[src/logic/mem_tile_pkg.sv]
/*
 * Geometry of the memory tile: wide line, SRAM banks and macro rows.
 * Address fields are derived here so that every block slices the
 * byte address the same way.
 */

package mem_tile_pkg;

  //////////////////////////////////////////////////////////////////////
  // Line and bank geometry
  //////////////////////////////////////////////////////////////////////

  localparam int unsigned LineWidth       = 256;
  localparam int unsigned SramDataWidth   = 64;
  localparam int unsigned SramNumWords    = 64;
  localparam int unsigned NumBanksPerWord = LineWidth / SramDataWidth;
  localparam int unsigned NumBankRows     = 2;

  // Address fields, low to high
  localparam int unsigned SramByteOffsetWidth = $clog2(SramDataWidth / 8);
  localparam int unsigned SramBankSelWidth    = $clog2(NumBanksPerWord);
  localparam int unsigned SramAddrWidth       = $clog2(SramNumWords);
  localparam int unsigned SramMacroSelWidth   = $clog2(NumBankRows);

  localparam int unsigned SramAddrWidthOffset = SramByteOffsetWidth + SramBankSelWidth;
  localparam int unsigned SramMacroSelOffset  = SramAddrWidthOffset + SramAddrWidth;

  // Byte address covering every row of the tile
  localparam int unsigned AddrWidth = SramMacroSelOffset + SramMacroSelWidth;

  //////////////////////////////////////////////////////////////////////
  // Types
  //////////////////////////////////////////////////////////////////////

  typedef logic [LineWidth-1:0]         line_t;
  typedef logic [LineWidth/8-1:0]       line_be_t;
  typedef logic [AddrWidth-1:0]         addr_t;
  typedef logic [SramDataWidth-1:0]     sram_data_t;
  typedef logic [SramDataWidth/8-1:0]   sram_be_t;
  typedef logic [SramAddrWidth-1:0]     sram_addr_t;
  typedef logic [SramMacroSelWidth-1:0] macro_sel_t;

endpackage

[src/logic/amo_pkg.sv]
/*
 * Atomic memory operations resolved in front of the SRAM banks.
 * The operand is one 32-bit lane of the wide line.
 */

package amo_pkg;

  typedef enum logic [2:0] {
    AMO_NONE = 3'd0,
    AMO_SWAP = 3'd1,
    AMO_ADD  = 3'd2,
    AMO_AND  = 3'd3,
    AMO_OR   = 3'd4
  } amo_op_e;

  localparam int unsigned AmoWordWidth = 32;

  typedef logic [AmoWordWidth-1:0] amo_word_t;

  // Lane of the line that an atomic works on
  localparam int unsigned AmoLanesPerLine  = 8;
  localparam int unsigned AmoLaneSelOffset = $clog2(AmoWordWidth / 8);
  localparam int unsigned AmoLaneSelWidth  = $clog2(AmoLanesPerLine);

endpackage

[src/logic/mem_port_if.sv]
/*
 * One wide memory access from the atomic resolver to the bank array.
 * The memory side is always ready; rdata is valid one cycle after a read.
 */

`timescale 1ns/10ps

interface mem_port_if;
  import mem_tile_pkg::*;

  logic     req;
  logic     we;
  addr_t    addr;
  line_t    wdata;
  line_be_t be;
  line_t    rdata;

  modport issuer (
    output req,
    output we,
    output addr,
    output wdata,
    output be,
    input  rdata
  );

  modport memory (
    input  req,
    input  we,
    input  addr,
    input  wdata,
    input  be,
    output rdata
  );

endinterface

[src/logic/amo_resolver.sv]
/*
 * Resolves atomics in front of the SRAM banks.
 * Plain accesses pass straight through; an atomic reads the line, returns
 * it next cycle and writes the modified 32-bit lane back in that cycle.
 */

`timescale 1ns/10ps

module amo_resolver (
  input  logic                   clk_i,
  input  logic                   rst_i,
  input  logic                   req_i,
  input  logic                   we_i,
  input  mem_tile_pkg::addr_t    addr_i,
  input  mem_tile_pkg::line_t    wdata_i,
  input  mem_tile_pkg::line_be_t be_i,
  input  amo_pkg::amo_op_e       atop_i,
  output logic                   gnt_o,
  output logic                   rvalid_o,
  output mem_tile_pkg::line_t    rdata_o,
  mem_port_if.issuer             mem
);
  import mem_tile_pkg::*;
  import amo_pkg::*;

  logic accept;
  logic is_amo;
  logic rvalid_q;
  logic amo_pending_q;

  logic [AmoLaneSelWidth-1:0] req_lane;
  logic [AmoLaneSelWidth-1:0] wb_lane;

  // Pending atomic, captured on acceptance
  amo_op_e   amo_op_q;
  addr_t     amo_addr_q;
  amo_word_t amo_operand_q;

  amo_word_t old_word;
  amo_word_t new_word;

  //////////////////////////////////////////////////////////////////////
  // Handshake
  //////////////////////////////////////////////////////////////////////

  // Banks are busy with the write-back right after an atomic
  assign gnt_o    = !amo_pending_q;
  assign accept   = req_i && gnt_o;
  assign is_amo   = (atop_i != AMO_NONE);
  assign rvalid_o = rvalid_q;
  assign rdata_o  = mem.rdata;

  assign req_lane = addr_i[AmoLaneSelOffset +: AmoLaneSelWidth];
  assign wb_lane  = amo_addr_q[AmoLaneSelOffset +: AmoLaneSelWidth];

  always_ff @(posedge clk_i) begin
    if (rst_i) begin
      rvalid_q      <= 1'b0;
      amo_pending_q <= 1'b0;
    end else begin
      rvalid_q      <= accept;
      amo_pending_q <= accept && is_amo;
    end
  end

  always_ff @(posedge clk_i) begin
    if (accept && is_amo) begin
      amo_op_q      <= atop_i;
      amo_addr_q    <= addr_i;
      amo_operand_q <= wdata_i[req_lane*AmoWordWidth +: AmoWordWidth];
    end
  end

  //////////////////////////////////////////////////////////////////////
  // Atomic operation
  //////////////////////////////////////////////////////////////////////

  assign old_word = mem.rdata[wb_lane*AmoWordWidth +: AmoWordWidth];

  always_comb begin
    case (amo_op_q)
      AMO_SWAP: new_word = amo_operand_q;
      AMO_ADD:  new_word = old_word + amo_operand_q;
      AMO_AND:  new_word = old_word & amo_operand_q;
      AMO_OR:   new_word = old_word | amo_operand_q;
      default:  new_word = old_word;
    endcase
  end

  //////////////////////////////////////////////////////////////////////
  // Memory port
  //////////////////////////////////////////////////////////////////////

  always_comb begin
    if (amo_pending_q) begin
      // Write back the lane, other bytes stay masked
      mem.req   = 1'b1;
      mem.we    = 1'b1;
      mem.addr  = amo_addr_q;
      mem.wdata = {AmoLanesPerLine{new_word}};
      mem.be    = '0;
      mem.be[wb_lane*(AmoWordWidth/8) +: (AmoWordWidth/8)] = '1;
    end else begin
      // An atomic starts as a plain read of its line
      mem.req   = req_i;
      mem.we    = we_i && !is_amo;
      mem.addr  = addr_i;
      mem.wdata = wdata_i;
      mem.be    = be_i;
    end
  end

endmodule

[src/flat_wrapper.sv]
// flat-port wrapper written by rule: the top's interface ports become plain ports
module amo_resolver_flat import mem_tile_pkg::*; import amo_pkg::*;
  (clk_i, rst_i, req_i, we_i, addr_i, wdata_i, be_i, atop_i, gnt_o, rvalid_o, rdata_o, mem_req, mem_we, mem_addr, mem_wdata, mem_be, mem_rdata);
  mem_port_if mem_i ();
  input  logic clk_i;
  input  logic rst_i;
  input  logic req_i;
  input  logic we_i;
  input  mem_tile_pkg::addr_t addr_i;
  input  mem_tile_pkg::line_t wdata_i;
  input  mem_tile_pkg::line_be_t be_i;
  input  amo_pkg::amo_op_e atop_i;
  output logic gnt_o;
  output logic rvalid_o;
  output mem_tile_pkg::line_t rdata_o;
  output wire logic [$bits(mem_i.req)-1:0] mem_req;
  output wire logic [$bits(mem_i.we)-1:0] mem_we;
  output wire logic [$bits(mem_i.addr)-1:0] mem_addr;
  output wire logic [$bits(mem_i.wdata)-1:0] mem_wdata;
  output wire logic [$bits(mem_i.be)-1:0] mem_be;
  input wire logic [$bits(mem_i.rdata)-1:0] mem_rdata;
  assign mem_req = mem_i.req;
  assign mem_we = mem_i.we;
  assign mem_addr = mem_i.addr;
  assign mem_wdata = mem_i.wdata;
  assign mem_be = mem_i.be;
  assign mem_i.rdata = mem_rdata;
  amo_resolver u_core (.clk_i(clk_i), .rst_i(rst_i), .req_i(req_i), .we_i(we_i), .addr_i(addr_i), .wdata_i(wdata_i), .be_i(be_i), .atop_i(atop_i), .gnt_o(gnt_o), .rvalid_o(rvalid_o), .rdata_o(rdata_o), .mem(mem_i));
endmodule
[config.mk]
export PLATFORM = sky130hd
export DESIGN_NAME = amo_resolver_flat
export DESIGN_NICKNAME = d
export VERILOG_FILES = /design/src/logic/mem_tile_pkg.sv /design/src/logic/amo_pkg.sv /design/src/logic/mem_port_if.sv /design/src/logic/amo_resolver.sv /design/src/flat_wrapper.sv
export SDC_FILE = /design/constraint.sdc
export NUM_CORES = 1
export LEC_CHECK = 0
export BUFFER_PORTS_ARGS = -buffer_cell sky130_fd_sc_hd__buf_2
export CAP_MARGIN = 5
export CELL_PAD_IN_SITES_DETAIL_PLACEMENT = 0
export CELL_PAD_IN_SITES_GLOBAL_PLACEMENT = 1
export CORE_AREA = 2 2 432 434
export DETAILED_ROUTE_END_ITERATION = 8
export DIE_AREA = 0 0 434 436
export PLACE_DENSITY = 0.39
export SYNTH_ARGS = -nofsm -noshare
export SYNTH_HDL_FRONTEND = slang
export SYNTH_SLANG_ARGS = --single-unit
[constraint.sdc]
create_clock -name clk_i -period 5.6 [get_ports clk_i]
set_input_delay 0.84 -clock clk_i [delete_from_list [all_inputs] [get_ports clk_i]]
set_output_delay 0.84 -clock clk_i [all_outputs]
set_load 0.05 [all_outputs]
Word level (Yosys, flattened, before mapping)
Cells that the tools add are included.

storage, ports and cells
  register bits after elaboration = 49
  output and inout bits = 560
  bits in latches = 0
  memory bits (writable) = 0
  ROM bits = 0
  memories = 0
  word-level logic and storage cells = 30

cells by class
  equal/unequal tests = 4
  multiplexer cells = 6
  div/mod/pow operators = 0
  bitwise logic cells = 3
  $add $sub $neg = 2
  reduce and logical (&&, ||, !) cells = 6
  multipliers = 0
  shift operators = 4
  order comparisons = 0

operators with widths
  kind                                                                           number
  256-bit by 9-bit variable part select with 32-bit output                       2
  256-bit 2-to-1 mux                                                             1
  32-bit case mux with 4 select lines                                            1
  32-bit bitwise AND                                                             2
  5-bit negation with 34-bit output                                              1
  4-bit by 34-bit variable shift with 32-bit output, first input constant        1
  4-bit by 34-bit variable part select with 32-bit output, first input constant  1
  32-bit adder                                                                   1
  32-bit 2-to-1 mux                                                              1
  32-bit OR                                                                      1
  12-bit 2-to-1 mux                                                              1
  3-bit by 2-bit == test with 1-bit output, second input constant                2
  3-bit by 1-bit == test with 1-bit output, second input constant                1
  3-bit == test, second input constant                                           1
  1-bit logical AND                                                              3
  3-bit nonzero test                                                             1
  1-bit zero test                                                                2
  1-bit 2-to-1 mux                                                               2

Longest topological paths before layout
Gate-level depths: netlist (run 1).

  depth after elaboration = 4
  mapped depth = 18

Worst setup path before layout (run 1)
No wires, ideal clock.

  path type = register to output
  from = reg u_core.amo_addr_q[2]
  to = out mem_wdata[127]
  required time = 4.760 ns
  slack = 0.657 ns
  cell stages (with the launch flop) = 16
  arrival = 4.103 ns
  cell sequence = edfxtp_1 -> buf_6 -> buf_12 -> buf_6 -> buf_4 -> mux4_2 -> mux2i_1 -> ha_1 -> a21o_1 -> a31oi_1 -> o221a_2 -> nand3_1 -> a31oi_1 -> nor4_1 -> a211oi_2 -> o21ai_0

between the ends
  word-level cells in the longest chain between the ends = 4
  elaborated cells between the ends (all ways) = 6
  classes of those cells = add/sub: 1; shift: 1; mux: 2; bitwise: 2

RTL lines
  item                                                        RTL line            RTL
  start: declaration                                          amo_resolver.sv:36  addr_t amo_addr_q;
  start signal: assignment                                    amo_resolver.sv:69  amo_addr_q <= addr_i;
  256-bit by 9-bit variable part select with 32-bit output *  amo_resolver.sv:78  assign old_word = mem.rdata[wb_lane*AmoWordWidth +: AmoWordWidth];
  32-bit adder, or another cell as far along                  amo_resolver.sv:83  AMO_ADD: new_word = old_word + amo_operand_q;
  32-bit case mux with 4 select lines *                       amo_resolver.sv:81  case (amo_op_q)
  256-bit 2-to-1 mux *                                        amo_resolver.sv:95  if (amo_pending_q) begin
  end: declaration                                            flat_wrapper.sv:19  output wire logic [$bits(mem_i.wdata)-1:0] mem_wdata;

Every way passes the cells marked *; elsewhere a longest branch is shown, timed or not.

Final worst setup path (run 1)
  from = reg u_core.amo_addr_q[2]
  to = out mem_wdata[56]

The elaborated chain is that of the path after synthesis.

==> reports/results.txt, run 1 <==
RSZ-0062 raised after global routing: true
post-synth top area cell: mux4_2
power density over the cells: 195 mW/mm^2
Crit path required time: 4760 ps
Post-Route WL: 127 mm
Max Freq: 184 MHz
Initial Utilization: 7.77%
port bufs: 1122
Num CTS Buffers: 5
drt pass-1 iters: 5
Synth cell types: 71
hold crit path type: input pin to register
initial antenna violation count: 24
Mapped Cells: 1909
die height: 436 um
CTS Hold Bufs: 0
dpl hpwl: 111 mm
Non-Filler Instances: 5335
most numerous cell in the Yosys netlist: o21ai_0
Worst R2R Start: u_core.amo_pending_q
Layout Nets: 3481
Post-synth top cells: o21ai_0 (314), inv_1 (280), buf_4 (259)
post-synthesis to final-layout area growth: 61.1%
largest cells by area after synthesis: mux4_2 (18%), buf_4 (14%), o21ai_0 (11%)
ys flop type: edfxtp_1
Vias: 17700
number of synthesized flops with an enable pin: 47
ANT nets after route: 0
grt ovf: 0
vias per cell: 3.33
H-tree lvl count: 2
CP endpoint kind: output port
Max Cap Violations: 0
FILL cells: 21700
fin crit share: 97.2%
synthesized flop and latch total: 49
status: completed
register area share after synthesis: 10.1%
Yosys top cell area share: 17.9%
VDD IR max: 0.0974 mV
Remaining DRCs: 0
Worst EP arrival: 4600 ps
Syn Area/Cell: 7.51 um^2
first-pass GRT wire length: 165 mm
Yosys warning total: 0
# setup viols final: 0
worst-path fanout max: 8
total track usage: 12.7%
share of layout cells above drive strength 1: 54.0%
largest net degree at the start of global routing: 183
CTS tree: done
Final Power: 4.51 mW
Cells after DPL: 5296
drt wl/cell: 23.9 um
Clk pin slew, worst setup/hold paths: 80 ps
vias in the first global route: 18200
leakage: 10.9 nW
later-pin clock latency in the skew report: 360 ps
fin crit period: 5440 ps
Setup CP Type: register to output port
# clock sinks: 49
I/O pins: 1123
Slew @ Worst Pin: 1060 ps
count of pins over their slew limit: 0
clock root buffer: clkbuf_16
hold path start: rst_i
Final Hold Viols: 0
routability cong.: 0.880
drt initial violations: 841
area of the core: 0.185 mm^2
final clock skew: 9.56 ps
worst setup path start: u_core.amo_addr_q[2]
FFs w/ async S/R, synth: 0%
crit start category: register
Rel. slew slack: 28.9%
row count: 158
Die W: 434 um
syn_nets: 2550
Clock Tree Buf Depth: 2
Die ar.: 0.189 mm^2
Mapped Area: 0.0143 mm^2
cells in the final DEF, fill, tap and decap left out, drive strengths merged, types with 12 or more instances in the layout:
cell / synthesis / final
clkbuf: 73 / 23
o221ai: 16 / 16
a21oi: 90 / 90
nor3: 13 / 13
mux2: 22 / 22
ha: 77 / 77
xnor2: 12 / 12
o21ai: 322 / 322
mux2i: 20 / 20
a211oi: 25 / 25
nand2: 162 / 162
nand4: 13 / 13
buf: 299 / 1278
nand3: 25 / 25
edfxtp: 47 / 47
nor2: 154 / 154
diode: 0 / 14
mux4: 129 / 129
o21bai: 12 / 12
inv: 281 / 283
cells by family (layout without fill, tap and decap cells):
family	count (synthesis)	count (layout)	synth area share (%)
compound gates	533	533	21.8
simple gates	406	406	12.0
xor+xnor	17	17	1.04
mux	171	171	23.8
buf+inv	655	1587	24.4
other cells	0	14	0
flops	49	49	10.1
fa+ha+maj	78	78	6.86
report_power, final:
group | leakage, nW | switching, mW | internal (mW) | total (mW)
Combinational | 10.4 | 2.55 | 1.09 | 3.64
Clock | 0.0703 | 0.211 | 0.169 | 0.380
Sequential | 0.469 | 0.0420 | 0.441 | 0.483
worst max-delay path: stages, from the launching register on:
cell,delay [ps]
edfxtp_1,380
buf_4,130
buf_12,160
buf_8,150
mux4_2,540
mux2i_1,190
buf_4,210
ha_4,140
nor2b_4,130
o31a_1,180
o2111ai_2,180
buf_4,180
a311o_1,270
buf_6,150
o21ai_4,210
nor3_4,80
a2111oi_4,340
buf_6,210
o21ai_0,100
buf_4,230
state kept, by name (all words and copies together), names as in the netlist:
signal	count
u_core.amo_operand_q	32
u_core.amo_addr_q	12
u_core.amo_op_q	3
u_core.amo_pending_q	1
u_core.rvalid_o	1
layer usage:
metal	wire length, um	vias to the layer above	global-route usage, %
met5	27	-	0
met4	2720	4	2.67
met3	4890	84	1.37
met2	68300	588	24.3
met1	51500	8777	15.1
li1	-	8293	-
final cells by class:
type	count	area [um^2]	area share, %
multi-input cells	1205	9810	42.5
repair buffers	1296	7490	32.4
well taps	2480	3100	13.4
flip-flops and latches	49	1460	6.30
inverters	283	1060	4.61
clock buffers	5	125	0.542
diodes	14	35.0	0.152
clock inverters	3	21.3	0.0921
final timing paths:
path              cells after the start               endpoint  slack (ps)
setup / recovery                     19          mem_wdata[56]         160
hold / removal                        2        u_core.rvalid_o         650
setup reg to reg                      5  u_core.amo_addr_q[10]        3070
hold reg to reg                       4        u_core.rvalid_o        1400
metrics by stage:
stage,TNS [ps],setup slack (ps),util (%),hold slack [ps],cell area (um^2)
after floorplan,0,657,-,821,14300
after global placement,-402,-45.0,12.0,1020,22100
after detailed placement,-62.4,-18.8,12.0,1020,22100
after CTS,-4.39,-1.49,12.2,619,22500
after global routing,-604,-56.8,12.5,638,23100
final,0,158,12.5,649,23100
timing repair:
| item | 4_1_cts | 5_1_grt |
|---|---|---|
| gates resized for setup | 59 | 155 |
| pin swaps | 0 | 15 |
| cloned | 0 | 1 |
| buffers inserted | 3 | 14 |
| setup endpoints to repair | 113 | 149 |
No activity file was read; power rests on OpenSTA's default activity.
==> run 2: changes to the inputs <==
- CORE_AREA: 2 2 432 434 -> 2 2 442 444
- DIE_AREA: 0 0 434 436 -> 0 0 444 446
- PLACE_DENSITY: 0.39 -> 0.38
- clock period: 5.6 -> 6.8 ns (I/O delays scaled with it)
==> run 2 against run 1 <==
  * Register-to-register slack better by 280 ps
  * Worst hold slack better by 160 ps
  * Critical path depth is 2 lower
  * Non-clock buffer count is 93 lower
  * Clock skew is 7.4 ps higher
  * Sequential power is 18% lower
  * First-iteration DRC count is 34% higher
  * Die area is 4.7% higher
  * Critical path type unchanged
  * Largest power group unchanged
==> reports/results.txt, run 2 (synthesized netlist as in run 1, its figures left out) <==
status: completed
Non-Filler Instances: 5304
# clock sinks: 49
Setup CP Type: register to output port
final clock skew: 17.0 ps
commonest cells after routing, fill and taps aside: buf_2 (1109), o21ai_0 (314), inv_1 (280)
Worst EP arrival: 5350 ps
initial antenna violation count: 26
FF/Latch Area: 0.00146 mm^2
vias per cell: 3.32
routability cong.: 0.895
Crit path required time: 5780 ps
crit-path cells: buf_12, buf_4, mux4_2, nand2_1, nand2_1, inv_1, ha_1, nand2_1, o21ai_0, a21oi_1, o211ai_1, mux2i_1, a21oi_1, a2bb2oi_2, buf_4, o21ai_0, buf_2
grt met1 use: 14.9%
dpl hpwl: 113 mm
fin crit share: 93.7%
Layout Nets: 3388
crit start category: register
total track usage: 12.4%
power density over the cells: 162 mW/mm^2
DP Area: 0.0216 mm^2
Worst R2R Start: u_core.amo_pending_q
post-route cell area: 0.0218 mm^2
Max Freq: 157 MHz
Cells after DPL: 5281
leakage: 10.4 nW
drt initial violations: 1126
Clock Tree Buf Depth: 2
Vias: 17600
later-pin clock latency in the skew report: 390 ps
commonest non-fill, non-tap cell in the layout: buf_2
worst reg-to-reg setup slack: 3350 ps
gr busiest metal: met2
dpl ws: 395 ps
Post-Route WL: 130 mm
row count: 162
vias in the first global route: 17600
Initial Utilization: 7.41%
Rel. slew slack: 22.3%
Die ar.: 0.198 mm^2
Reg with most FFs: u_core.amo_operand_q
post-synthesis to final-layout area growth: 51.7%
area of the core: 0.194 mm^2
fin crit period: 6370 ps
largest net degree at the start of global routing: 90
CP peak stage delay: 550 ps
Num CTS Buffers: 5
clock root buffer: clkbuf_16
share of layout cells above drive strength 1: 50.1%
Remaining DRCs: 0
biggest registers after layout: u_core.amo_operand_q: 32 flops, u_core.amo_addr_q: 12 flops, u_core.amo_op_q: 3 flops
met2 Resource Use GR: 22.8%
fin util: 11.2%
count of pins over their slew limit: 0
FILL cells: 22700
RSZ-0062 raised after global routing: false
met3 usage: 2.10%
hold path start: rst_i
drt pass-1 iters: 5
grt ovf: 0
Crit-path slowest cell: mux4_2
most used cell, CP: nand2_1
drt wl/cell: 24.5 um
Max Cap Violations: 0
Clk pin slew, worst setup/hold paths: 90 ps
Die W: 444 um
area occupied by multi-input gates: 0.00945 mm^2
I/O pins: 1123
CTS tree: done
worst-path fanout max: 27
# setup viols final: 0
Slew @ Worst Pin: 1170 ps
max reg flops: 32
Final TNS setup: 0 ps
RR Endpoint: u_core.amo_operand_q[12]
hold crit path type: input pin to register
Hold Path End: u_core.amo_pending_q
CP endpoint kind: output port
Final Hold Viols: 0
ANT nets after route: 0
first-pass GRT wire length: 166 mm
WHS Path Cells: 2
r2r worst-path depth: 5
Worst Slack Setup Final: 427 ps
die height: 446 um
port bufs: 1122
H-tree lvl count: 2
VDD IR max: 0.0983 mV
## run 2: cell types whose count changed in the layout (fill, tap and decap cells not counted), moves of 12 or more
cell | before | now
o21ai_1 | 24 | 8
ha_1 | 60 | 77
o21ai_0 | 295 | 314
clkbuf_4 | 17 | 0
buf_2 | 1044 | 1109
buf_4 | 197 | 80
nand2_1 | 149 | 161
## run 2: layout make-up
type	count	area share, %
multi-input combinational	1205	43.4
inverter	283	4.88
sequential	49	6.69
timing repair buffer	1203	29.5
tap	2542	14.6
antenna	14	0.161
clock inverter	3	0.0978
clock buffer	5	0.575
## run 2: how the worst max path moves through the flow
stage | from | end | slack (ps)
6_report | u_core.amo_addr_q[2] | mem_wdata[186] | 430
5_1_grt | u_core.amo_addr_q[2] | mem_wdata[186] | 70
4_1_cts | u_core.amo_addr_q[2] | mem_wdata[63] | 30
3_5_place_dp | mem_rdata[240] | mem_wdata[63] | 390
3_3_place_gp | mem_rdata[240] | mem_wdata[31] | 440
2_1_floorplan | mem_rdata[32] | mem_wdata[126] | 1620
## run 2: critical path: cells and delay by family (launching register included)
kind / cells / cell delay, ps
AO/OA/AOI/OAI: 6 / 1800
adder cells (fa/ha/maj): 1 / 290
buffers and inverters: 5 / 1310
flip-flops: 1 / 390
multiplexers: 2 / 660
AND/OR/NAND/NOR: 3 / 440
## run 2: repair_timing
action	CTS	global route
hold buffers	0	0
resized for setup	0	2
buffers inserted	0	1
endpoints found under the setup margin	0	9
## run 2: power by group
| group | total [mW] | internal (mW) | switching [mW] |
|---|---|---|---|
| combinational | 2.80 | 0.753 | 2.05 |
| clock | 0.333 | 0.140 | 0.194 |
| sequential | 0.394 | 0.363 | 0.0308 |
| total | 3.53 | 1.26 | 2.27 |
## run 2: metal layers
metal / share of wire [%] / vias up
li1: - / 8105
met1: 41 / 8718
met4: 2.4 / 12
met2: 52 / 672
met5: 0.063 / -
met3: 4.9 / 76
## run 2: metrics by stage
stage | power, mW | hold slack, ps
after floorplan | 2.25 | 821
after global placement | 3.27 | 1200
after detailed placement | 3.26 | 1200
after CTS | 3.64 | 762
after global routing | 3.76 | 795
final | 3.53 | 813
==> run 3: changes to the inputs <==
- PLACE_DENSITY: 0.38 -> unset
- PLACE_DENSITY_LB_ADDON: unset -> 0.08
- SLEW_MARGIN: unset -> 20
==> run 3 against run 2 <==
  * Register-to-register slack gained 450 ps
  * Cell count rose by 0.32%
  * Sequential share of layout area about the same
  * Sequential power increased by 2%
  * First-iteration DRC count fell by 37%
  * Clock skew is 4.3 ps lower
  * Non-clock buffer count increased by 11
  * Critical endpoint is now mem_wdata[127]
  * Largest cell class unchanged
  * Highest routed layer unchanged
==> reports/results.txt, run 3 (synthesized netlist as in run 1, its figures left out) <==
count of pins over their slew limit: 0
Remaining DRCs: 0
Rel. slew slack: 34.9%
Worst Slack Setup Final: 388 ps
Cells after DPL: 5290
vias per cell: 3.29
power density over the cells: 162 mW/mm^2
total track usage: 12.6%
Reg with most FFs: u_core.amo_operand_q
most used cell, CP: buf_4
Worst EP arrival: 5390 ps
later-pin clock latency in the skew report: 350 ps
H-tree lvl count: 2
status: completed
Crit path required time: 5780 ps
ANT nets after route: 0
FF/Latch Area: 0.00146 mm^2
Non-Filler Instances: 5321
Final TNS setup: 0 ps
Clock Tree Buf Depth: 2
Post-Route WL: 131 mm
max reg flops: 32
worst reg-to-reg setup slack: 3800 ps
post-synthesis to final-layout area growth: 51.7%
worst-path fanout max: 37
commonest non-fill, non-tap cell in the layout: buf_2
clock root buffer: clkbuf_16
Crit-path slowest cell: a211oi_2
Setup CP Type: register to output port
worst hold slack: 831 ps
area of the core: 0.194 mm^2
Max Freq: 156 MHz
Worst R2R Start: u_core.amo_pending_q
drt initial violations: 715
vias in the first global route: 18600
FILL cells: 22700
Vias: 17500
crit start category: register
row count: 162
RSZ-0062 raised after global routing: false
I/O pins: 1123
drt wl/cell: 24.6 um
routability cong.: 0.749
Clk pin slew, worst setup/hold paths: 90 ps
Die ar.: 0.198 mm^2
Die W: 444 um
leakage: 10.4 nW
first-pass GRT wire length: 171 mm
worst setup path start: u_core.amo_addr_q[2]
# clock sinks: 49
DP Area: 0.0215 mm^2
dpl hpwl: 113 mm
CP peak stage delay: 610 ps
drt pass-1 iters: 5
VDD IR max: 0.135 mV
Num CTS Buffers: 5
RR Endpoint: u_core.amo_addr_q[5]
fin crit period: 6410 ps
final clock skew: 12.7 ps
biggest registers after layout: u_core.amo_operand_q: 32 flops, u_core.amo_addr_q: 12 flops, u_core.amo_op_q: 3 flops
CP endpoint kind: output port
hold crit path type: input pin to register
grt ovf: 0
Worst Setup EP: mem_wdata[127]
Max Cap Violations: 0
Slew @ Worst Pin: 973 ps
crit-path cells: buf_12, buf_4, mux4_2, mux2i_1, buf_4, inv_1, ha_1, a21o_1, a31oi_1, o221a_2, nand3_1, a31oi_1, buf_4, nor4_1, a211oi_2, o21ai_0, buf_2
fin crit share: 94.3%
r2r worst-path depth: 5
largest net degree at the start of global routing: 149
port bufs: 1122
# setup viols final: 0
CTS Hold Bufs: 0
dpl ws: 334 ps
post-route cell area: 0.0218 mm^2
commonest cells after routing, fill and taps aside: buf_2 (1119), o21ai_0 (313), inv_1 (280)
die height: 446 um
share of layout cells above drive strength 1: 50.3%
Initial Utilization: 7.41%
area occupied by multi-input gates: 0.00943 mm^2
initial antenna violation count: 40
Final Hold Viols: 0
Layout Nets: 3399
CTS tree: done
==> run 3: stage by stage <==
step                      power (mW)  utilization [%]
after detailed placement        3.26             11.1
final                           3.52             11.2
after CTS                       3.65             11.2
after global placement          3.30             11.1
after global routing            3.77             11.2
after floorplan                 2.25                -
==> run 3: worst min-delay path by stage <==
stage / to / from / cells after the start / slack [ps]
6_report: u_core.rvalid_o / rst_i / 2 / 830
5_1_grt: u_core.rvalid_o / rst_i / 2 / 810
4_1_cts: u_core.rvalid_o / rst_i / 2 / 790
3_5_place_dp: u_core.amo_pending_q / rst_i / 2 / 1200
3_3_place_gp: u_core.rvalid_o / rst_i / 2 / 1200
2_1_floorplan: u_core.rvalid_o / u_core.amo_pending_q / 4 / 820
==> run 3: worst max-delay path, delay by kind of cell (launching register included) <==
kind	cells	cell delay, ps
fa+ha+maj	1	230
mux	2	860
simple gates	2	340
buf+inv	6	1220
compound gates	6	1840
flops	1	380
==> run 3: layout make-up <==
cell class	count	share of cell area, %
Timing Repair Buffer	1214	29.4
Clock buffer	7	0.656
Tap cell	2542	14.6
Sequential cell	49	6.69
Inverter	283	4.88
Clock inverter	1	0.138
Antenna cell	20	0.230
Multi-Input combinational cell	1205	43.3
==> run 3: power by group <==
group          total, mW  switching, mW  internal, mW  leakage (nW)
clock network      0.347          0.161         0.186        0.0843
registers          0.400         0.0371         0.363         0.469
logic               2.77           2.03         0.745          9.83
==> run 3: metal layers <==
layer / vias to the layer above / global-route usage, % / part of all wire [%]
li1: 8132 / - / -
met4: 34 / 2.19 / 1.9
met1: 8597 / 14.3 / 40
met3: 93 / 2.85 / 5.7
met2: 664 / 23.9 / 53
met5: - / 0 / 0.16
==> run 3: what timing repair did <==
item	CTS	global route
pin swaps	0	0
setup endpoints to repair	11	1
buffers inserted	3	0
gates resized for setup	0	1
